===== src/common/rv64i_pkg.sv =====
`default_nettype none

package rv64i_pkg;

    // Data path width
    localparam int xlen = 64;

    // Widths of the dataflow selectors
    localparam int alu_src_width = 3;
    localparam int read_data_src_width = 3;
    localparam int wb_src_width = 2;

    // RV64I major opcodes handled by this core
    // U type
    localparam logic [6:0] op_lui = 7'b0110111;
    localparam logic [6:0] op_auipc = 7'b0010111;

    // Jumps
    localparam logic [6:0] op_jal = 7'b1101111;
    localparam logic [6:0] op_jalr = 7'b1100111;

    // Conditional branches, B type
    localparam logic [6:0] op_branch = 7'b1100011;

    // Memory access
    localparam logic [6:0] op_load = 7'b0000011;
    localparam logic [6:0] op_store = 7'b0100011;

    // Register-immediate arithmetic, full and word width
    localparam logic [6:0] op_imm = 7'b0010011;
    localparam logic [6:0] op_imm_w = 7'b0011011;

    // Register-register arithmetic, full and word width
    localparam logic [6:0] op_reg = 7'b0110011;
    localparam logic [6:0] op_reg_w = 7'b0111011;

    // Sources for the register file write port
    localparam logic [wb_src_width-1:0] wb_alu = 2'b00;
    localparam logic [wb_src_width-1:0] wb_memory = 2'b01;
    localparam logic [wb_src_width-1:0] wb_pc_plus4 = 2'b10;
    localparam logic [wb_src_width-1:0] wb_immediate = 2'b11;

    // Control unit states
    // idle only follows reset, every instruction starts at fetch
    typedef enum logic [2:0] {
        st_idle = 3'd0,
        st_fetch = 3'd1,
        st_fetch_wait = 3'd2,
        st_decode = 3'd3,
        st_execute = 3'd4,
        st_memory = 3'd5,
        st_memory_wait = 3'd6
    } cu_state_t;

    // Memory states are reached only by loads and stores
    // Execute is the last state of every other instruction
    // Busy waits hold until the memory drops busy

endpackage

`default_nettype wire


===== src/control_unit/control_unit.sv =====
`timescale 1ns/1ps
`default_nettype none

module control_unit (
    input  logic clock,
    input  logic reset,
    input  logic instruction_mem_busy,
    input  logic data_mem_busy,
    input  logic zero,
    input  logic negative,
    input  logic carry_out,
    input  logic overflow,
    input  logic [31:0] instruction,
    output logic instruction_mem_enable,
    output logic data_mem_enable,
    output logic data_mem_write_enable,
    output logic pc_enable,
    output logic pc_src,
    output logic alupc_src,
    output logic write_register_enable,
    output logic alua_src,
    output logic alub_src,
    output logic aluy_src,
    output logic [rv64i_pkg::alu_src_width-1:0] alu_src,
    output logic carry_in,
    output logic arithmetic,
    output logic [rv64i_pkg::read_data_src_width-1:0] read_data_src,
    output logic [rv64i_pkg::wb_src_width-1:0] write_register_src,
    output logic [31:0] decoded_instruction
);
    import rv64i_pkg::*;

    cu_state_t state;
    cu_state_t next_state;
    logic [31:0] instruction_reg;
    logic is_load;
    logic is_store;
    logic is_branch;
    logic is_jump;
    logic legal;
    logic memory_access;
    logic branch_taken;
    logic execute_done;
    logic memory_done;

    // Instruction held from end of fetch until the next fetch ends
    // Cleared on reset so idle decodes to all-zero selectors
    always_ff @(posedge clock) begin
        if (reset) begin
            instruction_reg <= '0;
        end else if (state == st_fetch_wait && !instruction_mem_busy) begin
            instruction_reg <= instruction;
        end
    end

    assign decoded_instruction = instruction_reg;

    instruction_decoder decoder (
        .instruction(instruction_reg),
        .alua_src(alua_src),
        .alub_src(alub_src),
        .aluy_src(aluy_src),
        .alu_src(alu_src),
        .carry_in(carry_in),
        .arithmetic(arithmetic),
        .read_data_src(read_data_src),
        .write_register_src(write_register_src),
        .is_load(is_load),
        .is_store(is_store),
        .is_branch(is_branch),
        .is_jump(is_jump),
        .alupc_src(alupc_src),
        .legal(legal)
    );

    assign memory_access = is_load | is_store;

    always_ff @(posedge clock) begin
        if (reset) begin
            state <= st_idle;
        end else begin
            state <= next_state;
        end
    end

    always_comb begin
        next_state = state;
        case (state)
            st_idle:        next_state = st_fetch;
            st_fetch:       next_state = st_fetch_wait;
            st_fetch_wait:  next_state = instruction_mem_busy ? st_fetch_wait : st_decode;
            st_decode:      next_state = st_execute;
            st_execute:     next_state = memory_access ? st_memory : st_fetch;
            st_memory:      next_state = st_memory_wait;
            st_memory_wait: next_state = data_mem_busy ? st_memory_wait : st_fetch;
            default:        next_state = st_idle;
        endcase
    end

    // Branch condition from ALU flags of the compare
    always_comb begin
        case (instruction_reg[14:12])
            3'b000:  branch_taken = zero;
            3'b001:  branch_taken = ~zero;
            3'b100:  branch_taken = negative ^ overflow;
            3'b101:  branch_taken = ~(negative ^ overflow);
            3'b110:  branch_taken = ~carry_out;
            3'b111:  branch_taken = carry_out;
            default: branch_taken = 1'b0;
        endcase
    end

    assign pc_src = is_jump | (is_branch & branch_taken);

    // Final cycle of an instruction
    assign execute_done = (state == st_execute) && !memory_access;
    assign memory_done = (state == st_memory_wait) && !data_mem_busy;

    assign instruction_mem_enable = (state == st_fetch);
    assign data_mem_enable = (state == st_memory);
    assign data_mem_write_enable = (state == st_memory) && is_store;
    assign pc_enable = execute_done | memory_done;

    // No write for branches, stores or illegal opcodes
    assign write_register_enable = (execute_done && legal && !is_branch)
                                 | (memory_done && is_load);

endmodule

`default_nettype wire


===== src/control_unit/instruction_decoder.sv =====
`timescale 1ns/1ps
`default_nettype none

module instruction_decoder (
    input  logic [31:0] instruction,
    output logic alua_src,
    output logic alub_src,
    output logic aluy_src,
    output logic [rv64i_pkg::alu_src_width-1:0] alu_src,
    output logic carry_in,
    output logic arithmetic,
    output logic [rv64i_pkg::read_data_src_width-1:0] read_data_src,
    output logic [rv64i_pkg::wb_src_width-1:0] write_register_src,
    output logic is_load,
    output logic is_store,
    output logic is_branch,
    output logic is_jump,
    output logic alupc_src,
    output logic legal
);
    import rv64i_pkg::*;

    logic [6:0] opcode;
    logic [2:0] funct3;
    logic funct7_30;

    assign opcode = instruction[6:0];
    assign funct3 = instruction[14:12];
    assign funct7_30 = instruction[30];

    always_comb begin
        alua_src = 1'b0;
        alub_src = 1'b0;
        aluy_src = 1'b0;
        alu_src = '0;
        carry_in = 1'b0;
        arithmetic = 1'b0;
        read_data_src = '0;
        write_register_src = wb_alu;
        is_load = 1'b0;
        is_store = 1'b0;
        is_branch = 1'b0;
        is_jump = 1'b0;
        alupc_src = 1'b0;
        legal = 1'b1;

        case (opcode)
            op_lui: begin
                alub_src = 1'b1;
                write_register_src = wb_immediate;
            end
            op_auipc: begin
                alua_src = 1'b1;
                alub_src = 1'b1;
            end
            op_jal: begin
                alub_src = 1'b1;
                is_jump = 1'b1;
                write_register_src = wb_pc_plus4;
            end
            op_jalr: begin
                // Target base comes from rs1
                alub_src = 1'b1;
                is_jump = 1'b1;
                alupc_src = 1'b1;
                write_register_src = wb_pc_plus4;
            end
            op_branch: begin
                // Compare is a subtraction
                alu_src = funct3;
                carry_in = 1'b1;
                is_branch = 1'b1;
            end
            op_load: begin
                alub_src = 1'b1;
                read_data_src = funct3;
                write_register_src = wb_memory;
                is_load = 1'b1;
            end
            op_store: begin
                alub_src = 1'b1;
                is_store = 1'b1;
            end
            op_imm, op_imm_w: begin
                alub_src = 1'b1;
                aluy_src = (opcode == op_imm_w);
                alu_src = funct3;
                // SRAI vs SRLI
                arithmetic = (funct3 == 3'b101) && funct7_30;
            end
            op_reg, op_reg_w: begin
                aluy_src = (opcode == op_reg_w);
                alu_src = funct3;
                arithmetic = funct7_30;
                // SUB and SUBW need the extra one of two's complement
                carry_in = (funct3 == 3'b000) && funct7_30;
            end
            default: begin
                legal = 1'b0;
            end
        endcase
    end

endmodule

`default_nettype wire


===== src/verilog/fetch_unit.sv =====
`timescale 1ns/1ps
`default_nettype none

module fetch_unit #(
    parameter logic [rv64i_pkg::xlen-1:0] reset_vector = '0
) (
    input  logic clock,
    input  logic reset,
    input  logic pc_enable,
    input  logic pc_src,
    input  logic alupc_src,
    input  logic [rv64i_pkg::xlen-1:0] immediate,
    input  logic [rv64i_pkg::xlen-1:0] jalr_base,
    output logic [rv64i_pkg::xlen-1:0] pc
);
    import rv64i_pkg::*;

    logic [xlen-1:0] base;
    logic [xlen-1:0] target;
    logic [xlen-1:0] next_pc;

    // JALR adds to rs1, JAL and branches add to pc
    assign base = alupc_src ? jalr_base : pc;
    assign target = base + immediate;

    always_comb begin
        if (!pc_src) begin
            next_pc = pc + 64'd4;
        end else if (alupc_src) begin
            // Bit 0 cleared for JALR
            next_pc = {target[xlen-1:1], 1'b0};
        end else begin
            next_pc = target;
        end
    end

    // Program counter, loaded once at the end of each instruction
    always_ff @(posedge clock) begin
        if (reset) begin
            pc <= reset_vector;
        end else if (pc_enable) begin
            pc <= next_pc;
        end
    end

endmodule

`default_nettype wire


===== src/verilog/immediate_extender.sv =====
`timescale 1ns/1ps
`default_nettype none

module immediate_extender (
    input  logic [31:0] instruction,
    output logic [rv64i_pkg::xlen-1:0] immediate
);
    import rv64i_pkg::*;

    logic sign;

    assign sign = instruction[31];

    always_comb begin
        case (instruction[6:0])
            // I type
            op_load, op_imm, op_imm_w, op_jalr: begin
                immediate = {{(xlen-12){sign}}, instruction[31:20]};
            end
            op_store: begin
                immediate = {{(xlen-12){sign}}, instruction[31:25], instruction[11:7]};
            end
            op_branch: begin
                immediate = {{(xlen-13){sign}}, instruction[31], instruction[7],
                             instruction[30:25], instruction[11:8], 1'b0};
            end
            // U type, upper 20 bits
            op_lui, op_auipc: begin
                immediate = {{(xlen-32){sign}}, instruction[31:12], 12'b0};
            end
            op_jal: begin
                immediate = {{(xlen-21){sign}}, instruction[31], instruction[19:12],
                             instruction[20], instruction[30:21], 1'b0};
            end
            // R type and illegal opcodes
            default: begin
                immediate = '0;
            end
        endcase
    end

endmodule

`default_nettype wire


===== src/verilog/rv64i_control_top.sv =====
`timescale 1ns/1ps
`default_nettype none

module rv64i_control_top #(
    parameter logic [rv64i_pkg::xlen-1:0] reset_vector = '0
) (
    input  logic clock,
    input  logic reset,
    input  logic instruction_mem_busy,
    input  logic data_mem_busy,
    input  logic zero,
    input  logic negative,
    input  logic carry_out,
    input  logic overflow,
    input  logic [31:0] instruction,
    input  logic [rv64i_pkg::xlen-1:0] jalr_base,
    output logic instruction_mem_enable,
    output logic data_mem_enable,
    output logic data_mem_write_enable,
    output logic alua_src,
    output logic alub_src,
    output logic aluy_src,
    output logic carry_in,
    output logic arithmetic,
    output logic write_register_enable,
    output logic [rv64i_pkg::alu_src_width-1:0] alu_src,
    output logic [rv64i_pkg::read_data_src_width-1:0] read_data_src,
    output logic [rv64i_pkg::wb_src_width-1:0] write_register_src,
    output logic [rv64i_pkg::xlen-1:0] pc,
    output logic [rv64i_pkg::xlen-1:0] immediate
);

    logic pc_enable;
    logic pc_src;
    logic alupc_src;
    logic [31:0] decoded_instruction;

    control_unit cu (
        .clock(clock),
        .reset(reset),
        .instruction_mem_busy(instruction_mem_busy),
        .data_mem_busy(data_mem_busy),
        .zero(zero),
        .negative(negative),
        .carry_out(carry_out),
        .overflow(overflow),
        .instruction(instruction),
        .instruction_mem_enable(instruction_mem_enable),
        .data_mem_enable(data_mem_enable),
        .data_mem_write_enable(data_mem_write_enable),
        .pc_enable(pc_enable),
        .pc_src(pc_src),
        .alupc_src(alupc_src),
        .write_register_enable(write_register_enable),
        .alua_src(alua_src),
        .alub_src(alub_src),
        .aluy_src(aluy_src),
        .alu_src(alu_src),
        .carry_in(carry_in),
        .arithmetic(arithmetic),
        .read_data_src(read_data_src),
        .write_register_src(write_register_src),
        .decoded_instruction(decoded_instruction)
    );

    // Immediate from the held instruction, stable through execute and memory
    immediate_extender extender (
        .instruction(decoded_instruction),
        .immediate(immediate)
    );

    fetch_unit #(
        .reset_vector(reset_vector)
    ) fetch (
        .clock(clock),
        .reset(reset),
        .pc_enable(pc_enable),
        .pc_src(pc_src),
        .alupc_src(alupc_src),
        .immediate(immediate),
        .jalr_base(jalr_base),
        .pc(pc)
    );

endmodule

`default_nettype wire

===== config.mk =====
export PLATFORM = sky130hd
export DESIGN_NAME = rv64i_control_top
export DESIGN_NICKNAME = d
export VERILOG_FILES = /design/src/common/rv64i_pkg.sv /design/src/control_unit/control_unit.sv /design/src/control_unit/instruction_decoder.sv /design/src/verilog/fetch_unit.sv /design/src/verilog/immediate_extender.sv /design/src/verilog/rv64i_control_top.sv
export SDC_FILE = /design/constraint.sdc
export NUM_CORES = 1
export LEC_CHECK = 0
export BUFFER_PORTS_ARGS = -buffer_cell sky130_fd_sc_hd__buf_2
export CAP_MARGIN = 5
export CORE_ASPECT_RATIO = 0.75
export CORE_UTILIZATION = 36
export DETAILED_ROUTE_END_ITERATION = 7
export PLACE_DENSITY = 0.63
export SYNTH_ARGS = -nofsm -noshare
export SYNTH_HDL_FRONTEND = slang
export SYNTH_SLANG_ARGS = --single-unit

===== constraint.sdc =====
create_clock -name clock -period 9.1 [get_ports clock]
set_input_delay 0 -clock clock [delete_from_list [all_inputs] [get_ports clock]]
set_output_delay 0 -clock clock [all_outputs]
set_load 0.05 [all_outputs]

* Word-level counts from Yosys, hierarchy flattened
Index checks and enable logic that the tools add are counted.
** Operators by class
- Add/sub/neg operators :: 2
- Equal/unequal tests :: 22
- Mux-type cells :: 23
- Bitwise gates (word level) :: 9
- Reductions and logical operators :: 23
** Operator list (number)
- 64-bit one-hot mux with 5 select lines :: 1
- 64-bit 2-to-1 mux :: 2
- 64-bit by 3-bit adder with 64-bit output, second input constant :: 1
- 64-bit adder :: 1
- 7-bit by 6-bit equality test with 1-bit output, second input constant :: 4
- 3-bit equality test, second input constant :: 7
- 7-bit by 5-bit equality test with 1-bit output, second input constant :: 3
- 7-bit equality test, second input constant :: 3
- 3-bit one-hot mux with 7 select lines :: 1
- 3-bit 2-to-1 mux :: 4
- 11-bit OR reduction :: 1
- 1-bit 2-to-1 mux :: 10
- 1-bit logical AND :: 9
- 2-bit OR reduction :: 4
- 8-bit OR reduction :: 1
- 7-bit by 2-bit equality test with 1-bit output, second input constant :: 1
- 3-bit by 1-bit equality test with 1-bit output, second input constant :: 2
- 3-bit by 2-bit equality test with 1-bit output, second input constant :: 2
- 3-bit logical NOT :: 2
- 1-bit one-hot mux with 2 select lines :: 3
- 1-bit one-hot mux with 6 select lines :: 1
- 2-bit one-hot mux with 3 select lines :: 1
- 5-bit OR reduction :: 1
- 1-bit logical NOT :: 4
- other kinds (5) :: 10
** Word-level totals
- Register bits :: 99
- Input bits :: 104
- Output and inout port bits :: 145
- Logic and storage cells :: 82

* Longest topological paths before layout
- Depth after elaboration :: 8
- Gate-level depth with buffers :: 22

* By module
From an unflattened synthesis, not the netlist that was laid out.
** Second synthesis, totals
- Cells, all modules :: 1544
- Area, all modules :: 10970.5 um2
** By module, submodules not included
- fetch_unit :: times used 1, cells each 1216, area an instance 8435.6 um2, sequential area each 1281.2 um2
- control_unit :: times used 1, cells each 180, area an instance 1423.9 um2, sequential area each 700.7 um2
- immediate_extender :: times used 1, cells each 97, area an instance 757.0 um2, sequential area each 0.0 um2
- instruction_decoder :: times used 1, cells each 51, area an instance 354.1 um2, sequential area each 0.0 um2

* Least setup slack after synthesis
Ideal clock, no wire load.
- Path kind :: reg2reg
- Start :: register cu.instruction_reg[2] (netlist: cu.decoded_instruction[2])
- End :: register fetch.pc[56] (netlist bit)
- Library setup time :: 86 ps
- Arrival time :: 5163 ps
- Slack :: 3852 ps
- Stages on the path, launching flop included :: 21
- Clock period less this slack :: 5248 ps
- Path through :: dfxtp_1 -> buf_6 -> or4b_4 -> a21oi_4 -> o31ai_4 -> buf_6 -> buf_2 -> buf_2 -> buf_2 -> o221ai_1 -> ha_1 -> inv_1 -> nor2_1 -> and4_1 -> o41ai_2 -> o21ai_1 -> o2111ai_2 -> a211oi_2 -> a2111oi_0 -> a31oi_1 -> a211oi_1
** RTL lines
- start, declared :: line control_unit.sv:35 : logic [31:0] instruction_reg;
- start signal, assigned :: line control_unit.sv:52 : instruction_reg <= instruction;
- 7-bit by 5-bit equality test with 1-bit output, or another cell as far along :: line immediate_extender.sv:15 : case (instruction[6:0])
- 4-bit OR reduction / 2-bit OR reduction (equally long branches) :: line immediate_extender.sv:15
- 64-bit one-hot mux with 5 select lines * :: line immediate_extender.sv:15
- net immediate (one bit) :: line rv64i_control_top.sv:30 : output logic [rv64i_pkg::xlen-1:0] immediate
- 64-bit adder * :: line fetch_unit.sv:24 : assign target = base + immediate;
- 64-bit 2-to-1 mux * :: line fetch_unit.sv:27 : if (!pc_src) begin
- end signal, assigned :: line fetch_unit.sv:40 : pc <= reset_vector;
- end signal, assigned :: line fetch_unit.sv:42 : pc <= next_pc;
- end, declared :: line fetch_unit.sv:14 : output logic [rv64i_pkg::xlen-1:0] pc
Mark *: on every way through the listed nets, which the timed path passes. The rest lies on a longest branch.
A chain may end at the register's enable or synchronous reset.

* Final worst setup path
- Start :: register cu.instruction_reg[5] (netlist: cu.decoded_instruction[5])
- End :: register fetch.pc[42] (netlist bit)
** On the way
- Cells in the longest elaborated chain, start to end :: 6
** RTL lines
- branches (longest 6 deep; another with 64-bit adder)
Parallel ways; which one is timed is not known.

==> impl_metrics.json <==
{
  "num_vias": 13049,
  "synth_mux_area_frac": 0.03199,
  "ir_drop_mv": 0.08044,
  "status": "finished clean",
  "htreeDepth": 3,
  "initial_utilization": 0.3660,
  "final_max_slew_viol_count": 0,
  "areaGrowthSynthToFinish_pct": 16.45,
  "fin_crit_ns": 6.095,
  "pwr-share-comb": 0.085,
  "r2r_slack_ns": 3.01,
  "yosysTopAreaCellShare": 0.1797,
  "fin_setup_tns_ns": 0,
  "syn_inst": 1675,
  "netlist.top_cell.by_area": "dfxtp_1",
  "coreArea_sq_mm": 0.03014,
  "final_util": 0.4262,
  "clockRootBuffer": "clkbuf_16",
  "hp-class": "primary input to flip-flop",
  "multi_input_area_sq_mm": 0.008288,
  "synth_adder_area_share": 0.05944,
  "grt_overflow_total": 0,
  "finalClockSkew_ns": 0.01312,
  "cts_resized": 0,
  "synth_seq_area_share": 0.1797,
  "critical_path_required_ns": 9.35,
  "reg2reg_to": "fetch.pc[42]",
  "seq_area_sq_mm": 0.001982,
  "cp-start-kind": "flip-flop",
  "grt_usage": 0.2653,
  "dieHeight_um": 153.6,
  "cts_buffers": 9,
  "synth_xor_area_frac": 0.04923,
  "place.gp.congestion": 0.9257,
  "clk_pin_slew_ns": 0.08,
  "end_kind": "flip-flop",
  "cts_tree": "built",
  "synth_nets": 1830,
  "via_per_inst": 5.818,
  "grt_max_degree": 79,
  "synthDistinctLibCells": 83,
  "finalHoldViolCount": 0,
  "grt_pass1_wl_um": 65900,
  "final_common_cell": "nand2_1",
  "routed_wl_um": 43100,
  "yosysWarnings": 0,
  "p_clk_frac": 0.463,
  "power.density_mw_per_mm2": 77.02,
  "dieArea_sq_mm": 0.03135,
  "synthFlopType": "dfxtp_1",
  "period_share": 0.6697,
  "drc": 0,
  "drv_cap": 0,
  "rsz0062_at_grt": "no",
  "critPathMaxFanout": 34,
  "clock.fmax_mhz": 164.1,
  "reg2reg_depth": 18,
  "syn-cell-area_sq_mm": 0.01103,
  "dpl.hpwl_um": 31600,
  "r2r_start": "cu.decoded_instruction[5]",
  "relSlewSlack": 0.1907,
  "final_cell_mix": "nand2_1, buf_2, a21oi_1",
  "switching_power_w": 0.0002679,
  "worstPathArrival_ns": 6.35,
  "syn_area_per_cell_sq_um": 6.585,
  "min-delay-start": "data_mem_busy",
  "hold_end": "cu.state[0]",
  "post-cts-setup-buffers": 0,
  "max-clock-path-buffers": 2,
  "clock_latency_ns": 0.37,
  "fin_nets": 1993,
  "wl_per_cell_um": 19.21,
  "ctsHoldBuffers": 33,
  "fillCellCount": 3240,
  "portBuffers": 248,
  "p_sw_frac": 0.2708,
  "ys_ff_latch": 99,
  "postSynth.asyncResetShare": 0,
  "p_int_w": 0.0007214,
  "share_seq_of_total_power": 0.452,
  "first_global_vias": 11671,
  "drt_iter0_drc": 1445,
  "synth_compound_area_frac": 0.2987,
  "synth_top_family_by_area": "simple AND/OR/NAND/NOR gates",
  "firstDrtPassIters": 6,
  "worstMarginPinSlew_ns": 1.214,
  "ant_nets": 0,
  "p_leak_nw": 5.759,
  "synth_enable_flop_cells": 0,
  "die_w_um": 204.1,
  "yosys.area_share.simple": 0.3097,
  "critical_path_class": "flip-flop to flip-flop",
  "worst_hold_path.num_cells": 3,
  "antenna_found_initial": 1,
  "drive_gt1_frac": 0.1731,
  "cts_sinks": 99,
  "io_pins": 249,
  "synth_area_leaders": "dfxtp_1, nand2_1, a21oi_1, ha_1, nor2_1",
  "setup_viol": 0,
  "rows": 55
}
==> synthesized netlist by cell type (15+ instances only) <==
library cell and n:
a21oi_1 186, buf_2 16, a21o_1 53, nor4_1 17, and2_1 30, ha_1 50, o21ai_1 15, xor2_1 20
nor3_1 57, o21ai_0 94, nand2_1 354, nand3_1 47, buf_4 33, a31oi_1 23, inv_1 20, clkbuf_1 79
a211oi_1 20, nor2_1 130, and3_1 25, dfxtp_1 99, mux2i_1 24, xnor2_1 42
==> worst max-delay path, cell delays in order (launching register included) <==
cell,delay (ns)
dfxtp_1,0.65
nand4b_4,0.29
or3_2,0.82
buf_4,0.39
nand2_1,0.11
nand2_1,0.06
ha_1,0.20
fa_1,0.42
a211oi_1,0.26
nor2_1,0.12
a221o_1,0.44
and4_1,0.26
o31ai_1,0.43
o2111ai_1,0.28
and4_1,0.28
nor2_1,0.29
o21ai_1,0.15
xnor2_1,0.14
a2111oi_0,0.37
==> per-stage QoR <==
step | hold WS, ns | area (sq um) | total power (W) | std cells | setup WS [ns]
2_1_floorplan | 0.1360 | 11030 | 0.0004884 | 1675 | 3.852
3_3_place_gp | 0.2459 | 12190 | 0.0005273 | 2193 | 3.276
3_5_place_dp | 0.2466 | 12190 | 0.0005284 | 2193 | 3.121
4_1_cts | 0.007214 | 12840 | 0.0009964 | 2242 | 3.120
5_1_grt | 0.02170 | 12840 | 0.001022 | 2243 | 2.632
6_report | 0.03577 | 12840 | 0.0009893 | 2243 | 3.005
==> cells by family after synthesis <==
family                   Yosys count
AO/OA/AOI/OAI                    520
XOR/XNOR                          62
adder cells (fa/ha/maj)           52
buffers and inverters            162
flip-flops                        99
multiplexers                      33
AND/OR/NAND/NOR                  747
==> layout make-up <==
| class | count | share of cell area |
|---|---|---|
| well taps | 399 | 0.03887 |
| flip-flops and latches | 99 | 0.1543 |
| multi-input cells | 1414 | 0.6452 |
| inverters | 21 | 0.006526 |
| clock buffers | 10 | 0.01783 |
| repair buffers | 293 | 0.1296 |
| clock inverters | 6 | 0.007500 |
| diodes | 1 | 0.0001948 |
==> power by group through the flow <==
stage               combinational, W  clock, W  sequential, W
finish                     0.0000837  0.000458       0.000447
global route               0.0000902  0.000483       0.000448
CTS                        0.0000825  0.000467       0.000447
detailed placement         0.0000712         0       0.000457
global placement           0.0000704         0       0.000457
floorplan                  0.0000355         0       0.000453
==> how the worst max path moves through the flow <==
stage / start / endpoint / slack [ns]
floorplan: cu.decoded_instruction[2] / fetch.pc[56] / 3.85
global placement: cu.decoded_instruction[5] / fetch.pc[62] / 3.28
detailed placement: cu.decoded_instruction[5] / fetch.pc[42] / 3.12
CTS: cu.decoded_instruction[5] / fetch.pc[42] / 3.12
global route: cu.decoded_instruction[5] / fetch.pc[42] / 2.63
finish: cu.decoded_instruction[5] / fetch.pc[42] / 3.01
==> sequential cells by signal, summed over array words and instances (netlist names) <==
register / count
fetch.pc: 64
cu.decoded_instruction: 32
cu.state: 3
==> layer usage <==
metal	GRT usage	up-vias	wire length, um
met4	0.06041	0	751
met3	0.05638	56	4189
li1	-	6296	-
met1	0.4047	6096	20630
met2	0.3709	601	17520
met5	0	-	0
(Power assumes the default switching activity.)
